--- src/autotest_config.svh ---
// autotest parameters
`ifndef AUTOTEST_CONFIG_SVH
`define AUTOTEST_CONFIG_SVH

////////////////////////////////////////////////////////////
// uut vector sizes in bytes
////////////////////////////////////////////////////////////
`define AT_INPUT_BYTES    8
`define AT_OUTPUT_BYTES   4
`define AT_FEED_BYTES     4

////////////////////////////////////////////////////////////
// sd card layout
////////////////////////////////////////////////////////////
`define AT_BLOCK_BYTES    512
`define AT_SIGNATURE      32'hAABBCCDD
// first control block on the card
`define AT_START_BLOCK    32'd4

// cycles allowed between stop_feed and uut end
`define AT_TIMEOUT_CYCLES 32'd5000

`endif
--- src/autotest_pkg.sv ---
// autotest shared types
`default_nettype none

`include "autotest_config.svh"

package autotest_pkg;

  typedef enum logic [4:0] {
    ST_INIT,
    ST_SPI_RST,
    ST_SPI_RST_WAIT,
    ST_IDLE,
    ST_CB_OPEN,
    ST_CB_OPEN_WAIT,
    ST_CB_BYTE,
    ST_CB_BYTE_WAIT,
    ST_CB_TAKE,
    ST_CHECK_SIG,
    ST_FEED_OPEN,
    ST_FEED_OPEN_WAIT,
    ST_FEED_BYTE,
    ST_FEED_BYTE_WAIT,
    ST_FEED_TAKE,
    ST_FEED_WORD,
    ST_UUT_BUSY_HI,
    ST_UUT_BUSY_LO,
    ST_STOP_FEED,
    ST_WAIT_END,
    ST_COMPARE,
    ST_HALT
  } at_state_e;

  // fields of one control block
  typedef struct packed {
    logic [31:0]                    signature;
    logic [`AT_INPUT_BYTES*8-1:0]   uut_input;
    logic [31:0]                    next_block;
    logic [31:0]                    total_bytes;
    logic [`AT_OUTPUT_BYTES*8-1:0]  expected;
  } ctrl_block_t;

  // request levels towards the sd/spi host
  typedef struct packed {
    logic rst;
    logic r_block;
    logic r_multi;
    logic r_byte;
  } spi_req_t;

endpackage

`default_nettype wire

--- src/autotest_top.sv ---
// autotest top level
`timescale 1ns/10ps
`default_nettype none

module autotest_top
  import autotest_pkg::*;
(
  input  wire         clk,
  input  wire         rst,
  input  wire         spi_busy_i,
  input  wire  [7:0]  spi_data_i,
  output spi_req_t    spi_req_o,
  output logic [31:0] spi_block_addr_o,
  input  wire         uut_busy_i,
  input  wire         uut_end_i,
  input  wire         uut_err_i,
  input  wire  [31:0] uut_result_i,
  output logic        uut_rst_o,
  output logic [63:0] uut_input_o,
  output logic [31:0] feed_data_o,
  output logic        feed_strobe_o,
  output logic        stop_feed_o,
  output logic [31:0] error_count_o
);

  ctrl_block_t ctrl;
  logic        cap_clear;
  logic        cap_strobe;
  logic        cap_done;
  logic        feed_clear;
  logic        feed_byte_strobe;
  logic        feed_taken;
  logic        word_ready;
  logic        feed_done;

  assign uut_input_o = ctrl.uut_input;

  autotest_fsm i_autotest_fsm (
    .clk                (clk),
    .rst                (rst),
    .spi_busy_i         (spi_busy_i),
    .spi_req_o          (spi_req_o),
    .spi_block_addr_o   (spi_block_addr_o),
    .cap_clear_o        (cap_clear),
    .cap_strobe_o       (cap_strobe),
    .cap_done_i         (cap_done),
    .ctrl_i             (ctrl),
    .feed_clear_o       (feed_clear),
    .feed_byte_strobe_o (feed_byte_strobe),
    .feed_taken_o       (feed_taken),
    .word_ready_i       (word_ready),
    .feed_done_i        (feed_done),
    .uut_busy_i         (uut_busy_i),
    .uut_end_i          (uut_end_i),
    .uut_err_i          (uut_err_i),
    .uut_result_i       (uut_result_i),
    .uut_rst_o          (uut_rst_o),
    .feed_strobe_o      (feed_strobe_o),
    .stop_feed_o        (stop_feed_o),
    .error_count_o      (error_count_o)
  );

  ctrl_block_capture i_ctrl_block_capture (
    .clk           (clk),
    .rst           (rst),
    .clear_i       (cap_clear),
    .byte_strobe_i (cap_strobe),
    .byte_i        (spi_data_i),
    .ctrl_o        (ctrl),
    .block_done_o  (cap_done)
  );

  feed_assembler i_feed_assembler (
    .clk           (clk),
    .rst           (rst),
    .clear_i       (feed_clear),
    .byte_strobe_i (feed_byte_strobe),
    .byte_i        (spi_data_i),
    .total_bytes_i (ctrl.total_bytes),
    .feed_taken_i  (feed_taken),
    .word_o        (feed_data_o),
    .word_ready_o  (word_ready),
    .feed_done_o   (feed_done)
  );

endmodule

`default_nettype wire

--- src/autotest_fsm.sv ---
// self-test sequencer
`timescale 1ns/10ps
`default_nettype none

`include "autotest_config.svh"

module autotest_fsm
  import autotest_pkg::*;
(
  input  wire         clk,
  input  wire         rst,
  // sd/spi host
  input  wire         spi_busy_i,
  output spi_req_t    spi_req_o,
  output logic [31:0] spi_block_addr_o,
  // control block capture
  output logic        cap_clear_o,
  output logic        cap_strobe_o,
  input  wire         cap_done_i,
  input  ctrl_block_t ctrl_i,
  // feed assembler
  output logic        feed_clear_o,
  output logic        feed_byte_strobe_o,
  output logic        feed_taken_o,
  input  wire         word_ready_i,
  input  wire         feed_done_i,
  // uut
  input  wire         uut_busy_i,
  input  wire         uut_end_i,
  input  wire         uut_err_i,
  input  wire  [31:0] uut_result_i,
  output logic        uut_rst_o,
  output logic        feed_strobe_o,
  output logic        stop_feed_o,
  output logic [31:0] error_count_o
);

  at_state_e   state_q;
  at_state_e   state_d;
  logic [31:0] cur_block_q;
  logic [31:0] timer_q;
  logic [31:0] result_q;
  logic        uut_err_q;
  logic        test_over;
  logic        mismatch;

  assign test_over = uut_end_i || uut_err_i || (timer_q >= `AT_TIMEOUT_CYCLES);
  assign mismatch  = (result_q != ctrl_i.expected) || uut_err_q;

  ////////////////////////////////////////////////////////////
  // next state and request levels
  ////////////////////////////////////////////////////////////
  always_comb begin
    state_d            = state_q;
    spi_req_o          = '0;
    uut_rst_o          = 1'b0;
    cap_clear_o        = 1'b0;
    cap_strobe_o       = 1'b0;
    feed_clear_o       = 1'b0;
    feed_byte_strobe_o = 1'b0;
    feed_taken_o       = 1'b0;
    feed_strobe_o      = 1'b0;
    stop_feed_o        = 1'b0;
    case (state_q)
      ST_INIT: begin
        uut_rst_o = 1'b1;
        state_d   = ST_SPI_RST;
      end
      ST_SPI_RST: begin
        uut_rst_o     = 1'b1;
        spi_req_o.rst = 1'b1;
        if (spi_busy_i) state_d = ST_SPI_RST_WAIT;
      end
      ST_SPI_RST_WAIT: begin
        uut_rst_o = 1'b1;
        if (!spi_busy_i) state_d = ST_IDLE;
      end
      ST_IDLE: begin
        uut_rst_o   = 1'b1;
        cap_clear_o = 1'b1;
        if (!spi_busy_i) state_d = ST_CB_OPEN;
      end
      // one r_byte per control block byte
      ST_CB_OPEN: begin
        uut_rst_o         = 1'b1;
        spi_req_o.r_block = 1'b1;
        if (spi_busy_i) state_d = ST_CB_OPEN_WAIT;
      end
      ST_CB_OPEN_WAIT: begin
        uut_rst_o         = 1'b1;
        spi_req_o.r_block = 1'b1;
        if (!spi_busy_i) state_d = ST_CB_BYTE;
      end
      ST_CB_BYTE: begin
        uut_rst_o         = 1'b1;
        spi_req_o.r_block = 1'b1;
        if (cap_done_i) begin
          state_d = ST_CHECK_SIG;
        end else begin
          spi_req_o.r_byte = 1'b1;
          if (spi_busy_i) state_d = ST_CB_BYTE_WAIT;
        end
      end
      ST_CB_BYTE_WAIT: begin
        uut_rst_o         = 1'b1;
        spi_req_o.r_block = 1'b1;
        if (!spi_busy_i) state_d = ST_CB_TAKE;
      end
      ST_CB_TAKE: begin
        uut_rst_o         = 1'b1;
        spi_req_o.r_block = 1'b1;
        cap_strobe_o      = 1'b1;
        state_d           = ST_CB_BYTE;
      end
      ST_CHECK_SIG: begin
        uut_rst_o = 1'b1;
        if (!spi_busy_i) begin
          if (ctrl_i.signature == `AT_SIGNATURE) begin
            feed_clear_o = 1'b1;
            state_d      = ST_FEED_OPEN;
          end else begin
            state_d = ST_HALT;
          end
        end
      end
      // multi-block feed read from the block after the control block
      ST_FEED_OPEN: begin
        spi_req_o.r_multi = 1'b1;
        if (spi_busy_i) state_d = ST_FEED_OPEN_WAIT;
      end
      ST_FEED_OPEN_WAIT: begin
        spi_req_o.r_multi = 1'b1;
        if (!spi_busy_i) state_d = ST_FEED_BYTE;
      end
      ST_FEED_BYTE: begin
        spi_req_o.r_multi = 1'b1;
        if (word_ready_i) begin
          state_d = ST_FEED_WORD;
        end else if (feed_done_i) begin
          state_d = ST_STOP_FEED;
        end else begin
          spi_req_o.r_byte = 1'b1;
          if (spi_busy_i) state_d = ST_FEED_BYTE_WAIT;
        end
      end
      ST_FEED_BYTE_WAIT: begin
        spi_req_o.r_multi = 1'b1;
        if (!spi_busy_i) state_d = ST_FEED_TAKE;
      end
      ST_FEED_TAKE: begin
        spi_req_o.r_multi  = 1'b1;
        feed_byte_strobe_o = 1'b1;
        state_d            = ST_FEED_BYTE;
      end
      ST_FEED_WORD: begin
        spi_req_o.r_multi = 1'b1;
        if (!uut_busy_i) begin
          feed_strobe_o = 1'b1;
          feed_taken_o  = 1'b1;
          state_d       = ST_UUT_BUSY_HI;
        end
      end
      // uut must show a busy pulse per word
      ST_UUT_BUSY_HI: begin
        spi_req_o.r_multi = 1'b1;
        if (uut_busy_i) state_d = ST_UUT_BUSY_LO;
      end
      ST_UUT_BUSY_LO: begin
        spi_req_o.r_multi = 1'b1;
        if (!uut_busy_i) state_d = ST_FEED_BYTE;
      end
      ST_STOP_FEED: begin
        stop_feed_o = 1'b1;
        state_d     = ST_WAIT_END;
      end
      ST_WAIT_END: begin
        if (test_over) state_d = ST_COMPARE;
      end
      ST_COMPARE: begin
        state_d = ST_IDLE;
      end
      ST_HALT: begin
        uut_rst_o = 1'b1;
      end
      default: begin
        state_d = ST_HALT;
      end
    endcase
  end

  ////////////////////////////////////////////////////////////
  // addressing, timer, error count
  ////////////////////////////////////////////////////////////
  always_ff @(posedge clk) begin
    if (rst) begin
      state_q          <= ST_INIT;
      cur_block_q      <= `AT_START_BLOCK;
      spi_block_addr_o <= `AT_START_BLOCK;
      timer_q          <= '0;
      error_count_o    <= '0;
    end else begin
      state_q <= state_d;
      case (state_q)
        ST_IDLE:      spi_block_addr_o <= cur_block_q;
        ST_CHECK_SIG: spi_block_addr_o <= cur_block_q + 32'd1;
        ST_STOP_FEED: timer_q <= '0;
        ST_WAIT_END:  timer_q <= timer_q + 32'd1;
        ST_COMPARE: begin
          cur_block_q <= ctrl_i.next_block;
          if (mismatch) error_count_o <= error_count_o + 32'd1;
        end
        default: ;
      endcase
    end
  end

  // result sampled when the wait ends
  always_ff @(posedge clk) begin
    if (state_q == ST_WAIT_END && test_over) begin
      result_q  <= uut_result_i;
      uut_err_q <= uut_err_i;
    end
  end

  // the assembler still holds a complete word at each strobe
  a_feed_uut_idle: assert property (@(posedge clk) disable iff (rst)
    feed_strobe_o |-> !uut_busy_i && word_ready_i);

  // r_byte only rides on an open block read
  a_one_request: assert property (@(posedge clk) disable iff (rst)
    $onehot0({spi_req_o.rst, spi_req_o.r_block, spi_req_o.r_multi}) &&
    (!spi_req_o.r_byte || spi_req_o.r_block || spi_req_o.r_multi));

endmodule

`default_nettype wire

--- src/feed_assembler.sv ---
// feed word assembler
`timescale 1ns/10ps
`default_nettype none

`include "autotest_config.svh"

module feed_assembler
  import autotest_pkg::*;
(
  input  wire         clk,
  input  wire         rst,
  input  wire         clear_i,
  input  wire         byte_strobe_i,
  input  wire  [7:0]  byte_i,
  input  wire  [31:0] total_bytes_i,
  input  wire         feed_taken_i,
  output logic [31:0] word_o,
  output logic        word_ready_o,
  output logic        feed_done_o
);

  localparam int CNT_W = $clog2(`AT_FEED_BYTES);

  logic [31:0] consumed_q;

  // big endian, first byte ends up on top
  always_ff @(posedge clk) begin
    if (byte_strobe_i) begin
      word_o <= {word_o[23:0], byte_i};
    end
  end

  always_ff @(posedge clk) begin
    if (rst || clear_i) begin
      consumed_q   <= '0;
      word_ready_o <= 1'b0;
    end else begin
      if (byte_strobe_i) begin
        consumed_q <= consumed_q + 32'd1;
      end
      if (byte_strobe_i && consumed_q[CNT_W-1:0] == CNT_W'(`AT_FEED_BYTES - 1)) begin
        word_ready_o <= 1'b1;
      end else if (feed_taken_i) begin
        word_ready_o <= 1'b0;
      end
    end
  end

  assign feed_done_o = (consumed_q == total_bytes_i);

  a_total_aligned: assert property (@(posedge clk) disable iff (rst)
    clear_i |=> (total_bytes_i % `AT_FEED_BYTES) == 0);

endmodule

`default_nettype wire

--- src/ctrl_block_capture.sv ---
// control block capture
`timescale 1ns/10ps
`default_nettype none

`include "autotest_config.svh"

module ctrl_block_capture
  import autotest_pkg::*;
(
  input  wire         clk,
  input  wire         rst,
  input  wire         clear_i,
  input  wire         byte_strobe_i,
  input  wire  [7:0]  byte_i,
  output ctrl_block_t ctrl_o,
  output logic        block_done_o
);

  localparam int OFF_W     = $clog2(`AT_BLOCK_BYTES) + 1;
  localparam int IN_IDX_W  = $clog2(`AT_INPUT_BYTES);
  localparam int OUT_IDX_W = $clog2(`AT_OUTPUT_BYTES);
  // byte offsets of each field
  localparam int OFF_INPUT = 4;
  localparam int OFF_NEXT  = OFF_INPUT + `AT_INPUT_BYTES;
  localparam int OFF_TOTAL = OFF_NEXT + 4;
  localparam int OFF_EXP   = OFF_TOTAL + 4;
  localparam int OFF_END   = OFF_EXP + `AT_OUTPUT_BYTES;

  logic [OFF_W-1:0] offset_q;
  logic [OFF_W-1:0] rel_input;
  logic [OFF_W-1:0] rel_next;
  logic [OFF_W-1:0] rel_total;
  logic [OFF_W-1:0] rel_exp;

  assign rel_input = offset_q - OFF_W'(OFF_INPUT);
  assign rel_next  = offset_q - OFF_W'(OFF_NEXT);
  assign rel_total = offset_q - OFF_W'(OFF_TOTAL);
  assign rel_exp   = offset_q - OFF_W'(OFF_EXP);

  always_ff @(posedge clk) begin
    if (rst || clear_i) begin
      offset_q     <= '0;
      block_done_o <= 1'b0;
    end else if (byte_strobe_i) begin
      offset_q     <= offset_q + 1'b1;
      block_done_o <= (offset_q == OFF_W'(`AT_BLOCK_BYTES - 1));
    end
  end

  // signature msb first, the rest lsb first, tail skipped
  always_ff @(posedge clk) begin
    if (byte_strobe_i) begin
      if (offset_q < OFF_W'(OFF_INPUT)) begin
        ctrl_o.signature[{~offset_q[1:0], 3'b000} +: 8] <= byte_i;
      end else if (offset_q < OFF_W'(OFF_NEXT)) begin
        ctrl_o.uut_input[{rel_input[IN_IDX_W-1:0], 3'b000} +: 8] <= byte_i;
      end else if (offset_q < OFF_W'(OFF_TOTAL)) begin
        ctrl_o.next_block[{rel_next[1:0], 3'b000} +: 8] <= byte_i;
      end else if (offset_q < OFF_W'(OFF_EXP)) begin
        ctrl_o.total_bytes[{rel_total[1:0], 3'b000} +: 8] <= byte_i;
      end else if (offset_q < OFF_W'(OFF_END)) begin
        ctrl_o.expected[{rel_exp[OUT_IDX_W-1:0], 3'b000} +: 8] <= byte_i;
      end
    end
  end

  a_no_strobe_after_done: assert property (@(posedge clk) disable iff (rst)
    byte_strobe_i |-> !block_done_o);

endmodule

`default_nettype wire

--- config.mk ---
export PLATFORM = sky130hd
export DESIGN_NAME = autotest_top
export DESIGN_NICKNAME = d
export VERILOG_FILES = /design/src/autotest_pkg.sv /design/src/autotest_top.sv /design/src/autotest_fsm.sv /design/src/feed_assembler.sv /design/src/ctrl_block_capture.sv
export VERILOG_INCLUDE_DIRS = /design/src
export SDC_FILE = /design/constraint.sdc
export NUM_CORES = 1
export LEC_CHECK = 0
export ABC_CLOCK_PERIOD_IN_PS = 3300
export BUFFER_PORTS_ARGS = -buffer_cell sky130_fd_sc_hd__buf_2
export CAP_MARGIN = 20
export CORE_MARGIN = 2
export CORE_UTILIZATION = 55
export CTS_BUF_LIST = sky130_fd_sc_hd__clkbuf_8
export DETAILED_ROUTE_END_ITERATION = 8
export GPL_TIMING_DRIVEN = 0
export PLACE_DENSITY_LB_ADDON = 0.12
export SYNTH_ARGS = -nofsm -noshare
export SYNTH_HDL_FRONTEND = slang
export SYNTH_SLANG_ARGS = --single-unit
--- constraint.sdc ---
create_clock -name clk -period 3.3 [get_ports clk]
set_input_delay 0.66 -clock clk [delete_from_list [all_inputs] [get_ports clk]]
set_output_delay 0.66 -clock clk [all_outputs]
set_load 0.005 [all_outputs]
# [Word-level counts from Yosys, hierarchy flattened]
# Index checks and enable logic that the tools add are counted.
[classes] n_addsub=14 magnitude_cmp=6 eq_ne=42 shift=10 n_mux=47 n_bitwise=6 n_reduce_logical=21
[ops] cell="adder 32 x 1 -> 32 bit, second input constant" n=4
[ops] cell="bitwise mux 32 bit" n=4
[ops] cell="one-hot mux 32 bit (2 select lines)" n=2
[ops] cell="variable shift 8 x 7 -> 32 bit, first input constant" n=4
[ops] cell="indexed part select 8 x 7 -> 32 bit" n=4
[ops] cell="one-hot mux 5 bit (22 select lines)" n=1
[ops] cell="2-to-1 mux 5 bit" n=20
[ops] cell="bitwise mux 64 bit" n=1
[ops] cell="variable shift 8 x 8 -> 64 bit, first input constant" n=1
[ops] cell="indexed part select 8 x 8 -> 64 bit" n=1
[ops] cell="equality test 5 x 4 -> 1 bit, second input constant" n=8
[ops] cell="equality test 32 bit" n=1
[ops] cell="equality test 32 bit, second input constant" n=1
[ops] cell="greater-or-equal comparator 32 x 13 -> 1 bit, second input constant" n=1
[ops] cell="inequality test 32 bit" n=1
[ops] cell="equality test 5 bit, second input constant" n=6
[ops] cell="< comparator 10 x 5 -> 1 bit, second input constant" n=3
[ops] cell="negation 5 -> 7 bit" n=4
[ops] cell="inequality test 2 bit, second input constant" n=13
[ops] cell="equality test 5 x 3 -> 1 bit, second input constant" n=4
[ops] cell="2-to-1 mux 1 bit" n=18
[ops] cell="AND reduction 17 bit" n=1
[ops] cell="OR reduction 11 bit" n=1
[ops] cell="adder 10 x 1 -> 10 bit, second input constant" n=1
[ops] cell="26 further kinds" n=41
[word_totals] register_bits=434 output_inout_bits=167

# [Depth between registers and ports, before layout]
# Gate-level depths: netlist of the first run.
[logic_depth] ltp_word=5 mapped_depth=9 ltp_nobuf=7

# [By module]
# Synthesis of the first run repeated with hierarchy kept, for this count alone.
[hier_totals] cells_unflattened=1691 area_unflattened_um2=18816.8
[modules_own_cells] module="autotest_fsm" instances=1 cells_each=955 area_each_um2=8293.0 seq_area_each_um2=3653.5
[modules_own_cells] module="ctrl_block_capture" instances=1 cells_each=475 area_each_um2=7654.8 seq_area_each_um2=5985.7
[modules_own_cells] module="feed_assembler" instances=1 cells_each=261 area_each_um2=2869.0 seq_area_each_um2=1621.6

# [Worst setup path before layout of the first run]
# No wires, ideal clock.
[synth_timing] path_kind="register to register" startpoint="register i_autotest_fsm.state_q[0]" endpoint="register i_autotest_fsm.result_q[0] (enable)" setup_ps=423 arrival_time_ps=2843 required_ps=2877 path_slack_ps=34 stages_incl_launch_ff=7 path_buffers=4 synth_period_minus_slack_ps=3266 cell_sequence="dfxtp_1 buf_6 clkbuf_1 clkbuf_1 clkbuf_1 nand2_1 nor2_1"
[synth_between] elab_chain_cells=2
[synth_rtl] element="start: declaration" line="autotest_fsm.sv:38" text="at_state_e state_q;"
[synth_rtl] element="start signal: assignment" line="autotest_fsm.sv:202" text="state_q <= state_d;"
[synth_rtl] element="equality test 5 bit" line="autotest_fsm.sv:219" text="if (state_q == ST_WAIT_END && test_over) begin"
[synth_rtl] element="logical AND 1 bit" line="autotest_fsm.sv:219"
[synth_rtl] element="end signal: assignment" line="autotest_fsm.sv:220" text="result_q <= uut_result_i;"
[synth_rtl] element="end: declaration" line="autotest_fsm.sv:42" text="logic [31:0] result_q;"
# Every way passes these cells.
# A chain may end at the register's enable or synchronous reset.

# [Worst setup path after layout of the first run]
[layout_timing] startpoint="register i_autotest_fsm.state_q[0]" endpoint="register i_ctrl_block_capture.ctrl_o[56] (netlist bit) (enable)"
[layout_between] elab_chain_cells=3
[layout_rtl] element="equality test 5 x 4 -> 1 bit" line="autotest_fsm.sv:64" text="case (state_q)"
[layout_rtl] element="2-to-1 mux 1 bit" line="autotest_fsm.sv:64"
[layout_rtl] element="AND reduction 5 bit (no source line)"
[layout_rtl] element="end: declaration" line="ctrl_block_capture.sv:15" text="output ctrl_block_t ctrl_o,"
# Every way passes these cells.

==> results by group, run 1 <==
Power and ir drop
  • Clock group share of total power: 36.2%
  • Overall Power: 11.9 mW
  • P_int: 8.73 mW
  • Peak supply drop: 0.307 mV
  • P_leak: 8.60 nW
  • Power share of the combinational group: 13.2%
  • Net Sw Frac: 26.6%
  • Psw: 3.17 mW
  • PD cells: 533 nW/µm²
  • Sequential power share: 50.6%

STA
  • Clock skew: 0.0170 ns
  • Max Clock Freq: 315 MHz
  • Slew Limit Fails: 0
  • Slew margin rel.: 40.6%
  • Final hold slack: 0.241 ns
  • Fin crit share: 96.3%
  • Min Tclk post-route: 3.18 ns
  • Setup repair after global routing missed its margin: no
  • Slew at the pin with the worst max-slew slack: 0.884 ns
  • Final setup viols: 0
  • Worst setup margin: 0.123 ns
  • Final hold violations: 0

Clock tree
  • Root buf cell: clkbuf_8
  • Worst-path clk slew: 0.06 ns
  • CTS Buf Count: 72
  • H-tree depth: 3
  • CTS tree: yes
  • Clk buf depth: 3
  • Clk Latency, worst-skew pair: 0.59 ns
  • Sink Count: 434

Floorplan
  • Die Area: 36,500 µm²
  • Die extent in x: 191 µm
  • Starting density of the core: 55.8%
  • I/O pins: 213
  • Core ar.: 34,500 µm²
  • Row cnt: 68
  • Die Y: 191 µm

Drt
  • TritonRoute pass-1 iters: 7
  • DR iter-0 viols: 1,197
  • Vias post-DR: 14,200
  • Via density: 5.58
  • Routed WL: 46,600 µm
  • Residual DRC: 0
  • WL/cell: 18.4 µm
  • Post-DRT Antenna Nets: 0

Logic synthesis
  • Number of flops mapped to enable cells by yosys: 257
  • Syn Area/Cell: 11.1 µm²
  • Netlist Area Pre-Place: 19,200 µm²
  • Seq/Total Area, Yosys: 58.6%
  • FF+latch count, synth: 434
  • Synth cell types: 79
  • Async SR Flop Fraction: 0%
  • Main synth FF type: edfxtp_1
  • Mapped Nets: 1,796
  • YS warnings: 0
  • Cells after synthesis: 1,736

GRT
  • First-pass GRT wire length: 72,400 µm
  • Largest net degree at the start of global routing: 36
  • Overflow left after global routing: 0
  • Tot GR Track Use: 25.6%
  • Vias in the first global route: 13,400
  • Initial antenna violation count: 0

Place
  • Pre-CTS WS: -0.347 ns
  • Hpwl dp: 33,700 µm
  • Count of input and output buffers: 212
  • Placed inst area: 20,900 µm²
  • Gpl congestion: 0.893

Critical path
  • Critical-path cell list: buf_6 -> or3b_4 -> nor2_1 -> nand3_1 -> or3_1 -> nor2_1
  • Critical R2R Launch: i_autotest_fsm.state_q[0]
  • CP most frequent cell: nor2_1
  • Setup crit start: i_autotest_fsm.state_q[0]
  • CP top delay family: simple AND/OR/NAND/NOR gates
  • Worst EP required: 3.52 ns
  • Startpoint Class: register
  • Critical path class: register to register
  • Slowest stage delay, CP: 0.67 ns
  • CP max-delay cell: nor2_1
  • Buffer and inverter count on the worst path: 1
  • Crit. End Element: register
  • Crit path max fanout: 19
  • Critical Path AT: 3.39 ns

Final layout
  • Design area: 22,300 µm²
  • Commonest non-fill, non-tap cell in the layout: edfxtp_1
  • Final nets: 2,091
  • Commonest non-fill, non-tap cells in the layout: edfxtp_1 (257), buf_2 (233), nor2_1 (186), dfxtp_1 (177), nand2_1 (153)
  • Layout cells sized above 1: 23.0%
  • Synth-to-Final Area Change: 16.1%
  • Final core utilization: 64.8%
  • Ant. Diodes: 0

Status
  • Outcome: completed

Flow run
  • Max-cap viol count: 0

Worst hold path
  • Worst Min Path Start: uut_result_i[13]
  • Worst min-delay path class: input pin to register
-- cell usage after synthesis, types with 5 or more instances --
cell type / count / area share (%)
dfxtp_1: 177 / 18
edfxtp_1: 257 / 40
nor2_1: 189 / 3.7
nor3_1: 16 / 0.42
buf_2: 17 / 0.44
nand2b_1: 12 / 0.39
nor2b_1: 15 / 0.49
ha_1: 14 / 0.91
nor4_1: 31 / 1.0
and2_1: 60 / 2.0
nand4_1: 51 / 1.7
and3_1: 62 / 2.0
nand2_1: 153 / 3.0
or3_1: 9 / 0.29
o311ai_0: 20 / 0.91
o41ai_1: 18 / 0.82
nand4b_1: 6 / 0.27
inv_1: 25 / 0.49
o31ai_1: 5 / 0.20
nand3_1: 54 / 1.4
clkbuf_1: 67 / 1.3
a211oi_1: 30 / 1.2
o21ai_0: 19 / 0.49
buf_4: 69 / 2.7
xor2_1: 100 / 4.6
mux2i_1: 6 / 0.31
mux2_2: 15 / 0.88
xnor2_1: 32 / 1.5
or2_2: 31 / 1.0
and4_1: 14 / 0.64
or4_1: 7 / 0.27
a21oi_1: 69 / 1.8
-- power by group through the flow --
stage	combinational (mW)	sequential (mW)	clock (mW)
after CTS	1.56	6.02	4.41
after floorplan	1.00	6.13	0
final	1.57	6.02	4.31
after global placement	1.52	6.13	0
after global routing	1.74	6.03	4.65
after detailed placement	1.55	6.13	0
-- worst paths after layout --
kind	slack, ns	to	depth (start not counted)
worst max-delay path	0.12	i_ctrl_block_capture.ctrl_o[56]	6
worst min-delay path	0.24	i_autotest_fsm.result_q[13]	1
worst max register to register	0.12	i_ctrl_block_capture.ctrl_o[56]	6
worst min register to register	0.44	i_feed_assembler.word_o[18]	0
-- worst reg2reg max path: cells and delay by family, from the launching register on --
| family | cells | cell delay (ns) |
|---|---|---|
| flip-flops | 1 | 0.30 |
| buffers and inverters | 1 | 0.16 |
| AND/OR/NAND/NOR | 5 | 2.35 |
-- sequential cells by signal, summed over array words and instances, names as in the netlist --
register	flops
i_autotest_fsm.spi_block_addr_o	32
i_feed_assembler.consumed_q	32
i_ctrl_block_capture.ctrl_o	192
i_ctrl_block_capture.offset_q	10
i_autotest_fsm.cur_block_q	32
i_autotest_fsm.state_q	5
i_autotest_fsm.uut_err_q	1
i_feed_assembler.word_o	32
i_autotest_fsm.timer_q	32
i_feed_assembler.word_ready_o	1
i_autotest_fsm.error_count_o	32
i_ctrl_block_capture.block_done_o	1
i_autotest_fsm.result_q	32
-- cell type report --
class,count,area [µm²]
Clock buffer,81,1110
Multi-Input combinational cell,1120,7060
Sequential cell,434,11300
Fill cell,2819,12100
Buffer,155,871
Tap cell,455,569
Inverter,26,97.6
Timing Repair Buffer,222,1160
Clock inverter,46,188
-- repair_timing --
item | CTS | global route
gates resized for setup | 6 | 2
endpoints found under the setup margin | 39 | 38
pin swaps | 1 | 2
hold buffers | 0 | 0
buffers inserted | 0 | 2
-- stage by stage --
step           instances  setup TNS (ns)
6_report            2539               0
3_5_place_dp        2409           -7.05
3_3_place_gp        2403          -61.62
5_1_grt             2539               0
4_1_cts             2535               0
2_1_floorplan       1736               0
-- cell families after synthesis --
family / synth area share (%)
AOI/OAI and AO/OA: 6.95
xor gates and xnor gates: 6.01
adders and majority gates: 0.911
buffers and inverters: 5.05
DFF: 58.6
muxes: 1.31
and+or+nand+nor: 21.2
-- metal layers --
layer  wire length, µm  global-route usage, %
met2             21400                   40.5
met4              1270                   9.63
met5                 0                      0
met3              3760                   4.94
met1             20200                   35.2
(Power assumes the default switching activity.)
==> run 2: changes to the inputs <==
--- a/config.mk
+++ b/config.mk
@@ -9,7 +9,6 @@
 export ABC_CLOCK_PERIOD_IN_PS = 3300
 export BUFFER_PORTS_ARGS = -buffer_cell sky130_fd_sc_hd__buf_2
 export CAP_MARGIN = 20
-export CORE_MARGIN = 2
 export CORE_UTILIZATION = 55
 export CTS_BUF_LIST = sky130_fd_sc_hd__clkbuf_8
 export DETAILED_ROUTE_END_ITERATION = 8
==> results by group, run 2 (synthesis gave the netlist of run 1 again) <==
Drt
  • DR iter-0 viols: 1,123 (was 1,197)
  • Residual DRC: 0 (unchanged)
  • Vias post-DR: 14,300 (was 14,200)
  • Routed WL: 47,400 µm (was 46,600 µm)
  • WL/cell: 18.7 µm (was 18.4 µm)
  • Metal2 WL: 22,300 µm (was 21,400 µm)
  • Routed met1 length: 20,000 µm (was 20,200 µm)
  • Met3 Wirelength: 3820 µm (was 3760 µm)
  • TritonRoute pass-1 iters: 7 (unchanged)
  • Via density: 5.63 (was 5.58)
  • Top routing layer in use: met4 (unchanged)
  • Post-DRT Antenna Nets: 0 (unchanged)

Floorplan
  • I/O pins: 213 (unchanged)
  • Starting density of the core: 55.8% (unchanged)
  • Die Y: 189 µm (was 191 µm)
  • Die extent in x: 189 µm (was 191 µm)
  • Row cnt: 68 (unchanged)
  • Die Area: 35,700 µm² (was 36,500 µm²)
  • Core ar.: 34,500 µm² (unchanged)

Power and ir drop
  • Power share of the combinational group: 13.3% (was 13.2%)
  • Overall Power: 12.0 mW (was 11.9 mW)
  • Sequential power share: 50.2% (was 50.6%)
  • Clock group share of total power: 36.5% (was 36.2%)
  • Peak supply drop: 0.341 mV (was 0.307 mV)
  • P_int: 8.75 mW (was 8.73 mW)
  • Net Sw Frac: 27.1% (was 26.6%)
  • Psw: 3.24 mW (was 3.17 mW)
  • PD cells: 537 nW/µm² (was 533 nW/µm²)
  • P_leak: 8.61 nW (was 8.60 nW)

GRT
  • First-pass GRT wire length: 72,700 µm (was 72,400 µm)
  • Initial antenna violation count: 0 (unchanged)
  • Largest net degree at the start of global routing: 35 (was 36)
  • Overflow left after global routing: 0 (unchanged)
  • Vias in the first global route: 13,500 (was 13,400)
  • Tot GR Track Use: 26.3% (was 25.6%)

Clock tree
  • Hold-fix buffers at CTS: 0 (unchanged)
  • Clk buf depth: 3 (unchanged)
  • H-tree depth: 3 (unchanged)
  • Worst-path clk slew: 0.06 ns (about the same)
  • Root buf cell: clkbuf_8 (unchanged)
  • CTS Buf Count: 73 (was 72)
  • CTS tree: yes (unchanged)
  • Clk Latency, worst-skew pair: 0.60 ns (was 0.59 ns)
  • Sink Count: 434 (unchanged)

STA
  • Clock skew: 0.0279 ns (was 0.0170 ns)
  • Worst setup margin: 0.0345 ns (was 0.123 ns)
  • Slew margin rel.: 41.4% (was 40.6%)
  • Slew Limit Fails: 0 (unchanged)
  • Setup repair after global routing missed its margin: yes (was no)
  • Final hold slack: 0.242 ns (was 0.241 ns)
  • Final hold violations: 0 (unchanged)
  • Slew at the pin with the worst max-slew slack: 0.872 ns (was 0.884 ns)
  • Min Tclk post-route: 3.27 ns (was 3.18 ns)
  • Final setup viols: 0 (unchanged)
  • Fin crit share: 99.0% (was 96.3%)
  • Max Clock Freq: 306 MHz (was 315 MHz)

Final layout
  • Ant. Diodes: 0 (unchanged)
  • Largest register FFs: 192 (unchanged)
  • Synth-to-Final Area Change: 16.3% (was 16.1%)
  • Fill count: 2,824 (was 2,819)
  • Layout cells sized above 1: 23.4% (was 23.0%)
  • Layout Cells excl Fill: 2,540 (was 2,539)
  • Final nets: 2,092 (was 2,091)
  • Commonest non-fill, non-tap cell in the layout: edfxtp_1 (unchanged)
  • Commonest non-fill, non-tap cells in the layout: edfxtp_1 (257), buf_2 (231), nor2_1 (182), dfxtp_1 (177), nand2_1 (153) (was edfxtp_1 (257), buf_2 (233), nor2_1 (186), dfxtp_1 (177), nand2_1 (153))

Worst hold path
  • Worst Min Path Start: uut_result_i[1] (was uut_result_i[13])
  • Worst min-delay path class: input pin to register (unchanged)

Critical path
  • Critical Path AT: 2.61 ns (was 3.39 ns)
  • Setup crit start: i_ctrl_block_capture.ctrl_o[49] (was i_autotest_fsm.state_q[0])
  • Slowest stage delay, CP: 0.41 ns (was 0.67 ns)
  • Critical R2R Launch: i_ctrl_block_capture.offset_q[0] (was i_autotest_fsm.state_q[0])
  • Crit. End Element: output port (was register)
  • CP top delay family: simple AND/OR/NAND/NOR gates (unchanged)
  • Startpoint Class: register (unchanged)
  • CP max-delay cell: edfxtp_1 (was nor2_1)
  • Critical-path cell list: xor2_1 -> nor4_1 -> nand4_1 -> nor2_2 -> nor2_1 -> a31o_2 -> buf_2 (was buf_6 -> or3b_4 -> nor2_1 -> nand3_1 -> or3_1 -> nor2_1)
  • Crit path max fanout: 5 (was 19)
  • Worst EP required: 2.64 ns (was 3.52 ns)
  • Critical path class: register to output port (was register to register)
  • Buffer and inverter count on the worst path: 1 (unchanged)

Place
  • Count of input and output buffers: 212 (unchanged)
  • Post-Place Cells: 2,409 (unchanged)
  • Pre-CTS WS: -0.440 ns (was -0.347 ns)
  • Gpl congestion: 0.922 (was 0.893)
  • Hpwl dp: 34,400 µm (was 33,700 µm)

Flow run
  • Max-cap viol count: 0 (unchanged)

Status
  • Outcome: completed (unchanged)
run 2: changes by cell type in the layout (fill, tap and decap cells not counted), sizes merged:
cell	delta
buf	-2
clkdlybuf4s15	-1
inv	+1
bufinv	+1
clkdlybuf4s18	+1
clkinvlp	+2
clkbuf	-1
run 2: metrics by stage:
stage / setup TNS [ns] / util [%] / area [µm²]
2_1_floorplan: 0 / - / 19200
3_3_place_gp: -64.71 / 60.5 / 20900
3_5_place_dp: -9.21 / 60.8 / 20900
4_1_cts: 0 / 64.6 / 22300
5_1_grt: -0.120 / 64.9 / 22300
6_report: 0 / 64.9 / 22300
run 2: power groups by stage:
| stage | Clock, mW | Sequential [mW] | Combinational [mW] |
|---|---|---|---|
| floorplan | 0 | 6.13 | 1.00 |
| global placement | 0 | 6.13 | 1.52 |
| detailed placement | 0 | 6.14 | 1.55 |
| CTS | 4.44 | 6.02 | 1.56 |
| global route | 4.69 | 6.04 | 1.74 |
| finish | 4.38 | 6.02 | 1.59 |
run 2: worst paths after layout:
check	cells after the start	endpoint	slack, ns
worst max-delay path	7	spi_req_o[0]	0.03
worst min-delay path	1	i_autotest_fsm.result_q[1]	0.24
worst max register to register	7	i_ctrl_block_capture.ctrl_o[153]	0.15
worst min register to register	0	i_feed_assembler.word_o[28]	0.43
run 2: layout make-up:
class	count	area [µm²]	share of cell area [%]
Multi-Input combinational cell	1120	7080	31.7
Timing Repair Buffer	221	1150	5.16
Inverter	26	97.6	0.437
Clock buffer	78	1070	4.80
Buffer	156	877	3.92
Tap cell	455	569	2.55
Clock inverter	50	235	1.05
Sequential cell	434	11300	50.4
run 2: routing by layer:
layer	GRT usage, %	vias to the layer above
met5	0	-
met4	9.37	0
met3	5.39	106
met2	42.2	608
met1	35.4	6809
li1	-	6785
run 2: what timing repair did:
action / 4_1_cts / 5_1_grt
gates resized for setup: 5 / 13
pin swaps: 0 / 3
buffers inserted: 0 / 1
setup endpoints to repair: 46 / 79
==> run 3: changes to the inputs <==
==> constraint.sdc (replaced) <==
create_clock -name clk -period 3.3 [get_ports clk]
set_input_delay 0.165 -clock clk [delete_from_list [all_inputs] [get_ports clk]]
set_output_delay 0.165 -clock clk [all_outputs]
set_load 0.005 [all_outputs]
==> results by group, run 3 (synthesis gave the netlist of run 1 again) <==
GRT
  • First-pass GRT wire length: 73,500 µm (was 72,700 µm)
  • Tot GR Track Use: 26.6% (was 26.3%)
  • Initial antenna violation count: 0 (unchanged)
  • Overflow left after global routing: 0 (unchanged)
  • Largest net degree at the start of global routing: 35 (unchanged)
  • Vias in the first global route: 13,700 (was 13,500)

Drt
  • TritonRoute pass-1 iters: 6 (was 7)
  • DR iter-0 viols: 1,197 (was 1,123)
  • WL/cell: 18.6 µm (was 18.7 µm)
  • Via density: 5.57 (was 5.63)
  • Routed WL: 47,900 µm (was 47,400 µm)
  • Residual DRC: 0 (unchanged)
  • Vias post-DR: 14,400 (was 14,300)
  • Post-DRT Antenna Nets: 0 (unchanged)

Place
  • Gpl congestion: 0.922 (unchanged)
  • Hpwl dp: 34,400 µm (unchanged)
  • Post-Place Cells: 2,409 (unchanged)
  • Count of input and output buffers: 212 (unchanged)

Clock tree
  • H-tree depth: 3 (unchanged)
  • Clk Latency, worst-skew pair: 0.60 ns (about the same)
  • CTS tree: yes (unchanged)
  • Root buf cell: clkbuf_8 (unchanged)
  • Setup Fix Bufs, Post-CTS: 0 (unchanged)
  • Worst-path clk slew: 0.06 ns (about the same)
  • Clk buf depth: 3 (unchanged)
  • Sink Count: 434 (unchanged)
  • CTS Buf Count: 73 (unchanged)

Critical path
  • Slowest stage delay, CP: 0.73 ns (was 0.41 ns)
  • Critical path class: register to register (was register to output port)
  • CP max-delay cell: nor3_1 (was edfxtp_1)
  • Crit. End Element: register (was output port)
  • Critical Path AT: 3.62 ns (was 2.61 ns)
  • Worst EP required: 3.76 ns (was 2.64 ns)
  • Critical-path cell list: xor2_1 -> nor4_1 -> nand4_1 -> nor3_1 -> clkbuf_1 -> buf_2 -> o311ai_0 -> o41ai_1 (was xor2_1 -> nor4_1 -> nand4_1 -> nor2_2 -> nor2_1 -> a31o_2 -> buf_2)
  • Crit path max fanout: 10 (was 5)
  • Startpoint Class: register (unchanged)
  • Reg2Reg Setup Slack: 0.14 ns (was 0.15 ns)
  • Buffer and inverter count on the worst path: 2 (was 1)
  • CP top delay family: simple AND/OR/NAND/NOR gates (unchanged)

Power and ir drop
  • Peak supply drop: 0.341 mV (about the same)
  • PD cells: 529 nW/µm² (was 537 nW/µm²)
  • P_leak: 8.77 nW (was 8.61 nW)
  • Overall Power: 12.0 mW (about the same)

Floorplan
  • I/O pins: 213 (unchanged)
  • Die extent in x: 189 µm (unchanged)
  • Starting density of the core: 55.8% (unchanged)
  • Core ar.: 34,500 µm² (unchanged)
  • Row cnt: 68 (unchanged)
  • Die Y: 189 µm (unchanged)
  • Die Area: 35,700 µm² (unchanged)

STA
  • Final hold violations: 0 (unchanged)
  • Final setup viols: 0 (unchanged)
  • Clock skew: 0.0262 ns (was 0.0279 ns)
  • Slew Limit Fails: 0 (unchanged)
  • Fin crit share: 95.7% (was 99.0%)
  • Setup repair after global routing missed its margin: yes (unchanged)
  • Slew margin rel.: 42.9% (was 41.4%)
  • Max Clock Freq: 317 MHz (was 306 MHz)
  • Slew at the pin with the worst max-slew slack: 0.850 ns (was 0.872 ns)
  • Min Tclk post-route: 3.16 ns (was 3.27 ns)

Status
  • Outcome: completed (unchanged)

Final layout
  • Synth-to-Final Area Change: 18.3% (was 16.3%)
  • Commonest non-fill, non-tap cell in the layout: edfxtp_1 (unchanged)
  • Layout cells sized above 1: 22.7% (was 23.4%)
  • Largest register FFs: 192 (unchanged)
  • Layout Cells excl Fill: 2,581 (was 2,540)
  • Commonest non-fill, non-tap cells in the layout: edfxtp_1 (257), buf_2 (231), nor2_1 (183), dfxtp_1 (177), nand2_1 (153) (was edfxtp_1 (257), buf_2 (231), nor2_1 (182), dfxtp_1 (177), nand2_1 (153))
  • Final nets: 2,133 (was 2,092)
  • Ant. Diodes: 0 (unchanged)

Flow run
  • Max-cap viol count: 0 (unchanged)

Worst hold path
  • Worst min-delay path class: input pin to register (unchanged)
-- run 3: changes by cell type in the layout (fill, tap and decap cells not counted), sizes merged --
cell	before	now
dlygate4sd3	0	42
buf	307	306
-- run 3: report_power, final --
group	switching, mW	internal, mW	total, mW	leakage [nW]
logic	1.03	0.596	1.63	4.09
clock network	2.13	2.25	4.38	0.793
registers	0.0930	5.93	6.02	3.89
-- run 3: path summary, 6_finish.rpt --
path | startpoint | endpoint | cells past startpoint
worst max-delay path | i_ctrl_block_capture.ctrl_o[9] | i_autotest_fsm.error_count_o[19] | 8
worst min-delay path | rst | i_autotest_fsm.error_count_o[31] | 3
worst max register to register | i_ctrl_block_capture.ctrl_o[9] | i_autotest_fsm.error_count_o[19] | 8
worst min register to register | i_feed_assembler.word_o[20] | i_feed_assembler.word_o[28] | 0
-- run 3: routing by layer --
layer / vias to the layer above / GRT usage [%] / part of all wire (%)
li1: 6869 / - / -
met1: 6824 / 35.5 / 42
met2: 586 / 42.9 / 47
met3: 103 / 5.39 / 7.7
met4: 0 / 9.68 / 2.7
met5: - / 0 / 0
-- run 3: final cells by class --
class,count,area (µm²)
inverters,26,97.6
fillers,2777,11700
multi-input cells,1120,7070
repair buffers,262,1570
plain buffers,156,875
well taps,455,569
flip-flops and latches,434,11300
clock inverters,50,235
clock buffers,78,1070
-- run 3: repair_timing --
| action | 4_1_cts | 5_1_grt |
|---|---|---|
| resized for setup | 3 | 9 |
| endpoints found under the hold margin | 46 | 0 |
| hold buffers | 42 | 0 |
| endpoints found under the setup margin | 44 | 77 |
-- run 3: tightest hold or removal path, cell delays in order --
cell and delay (ns):
buf_2 0.16, nor2b_1 0.12, mux2_2 0.14
-- run 3: metrics by stage --
stage	setup slack [ns]	TNS [ns]	utilization (%)	area, µm²	hold WS (ns)
2_1_floorplan	0.0341	0	-	19200	0.264
3_3_place_gp	-1.10	-64.71	60.5	20900	0.342
3_5_place_dp	-0.440	-9.21	60.8	20900	0.343
4_1_cts	0.0445	0	65.8	22700	0.0105
5_1_grt	-0.0160	-0.0782	66.0	22700	0.0189
6_report	0.143	0	66.0	22700	0.0434
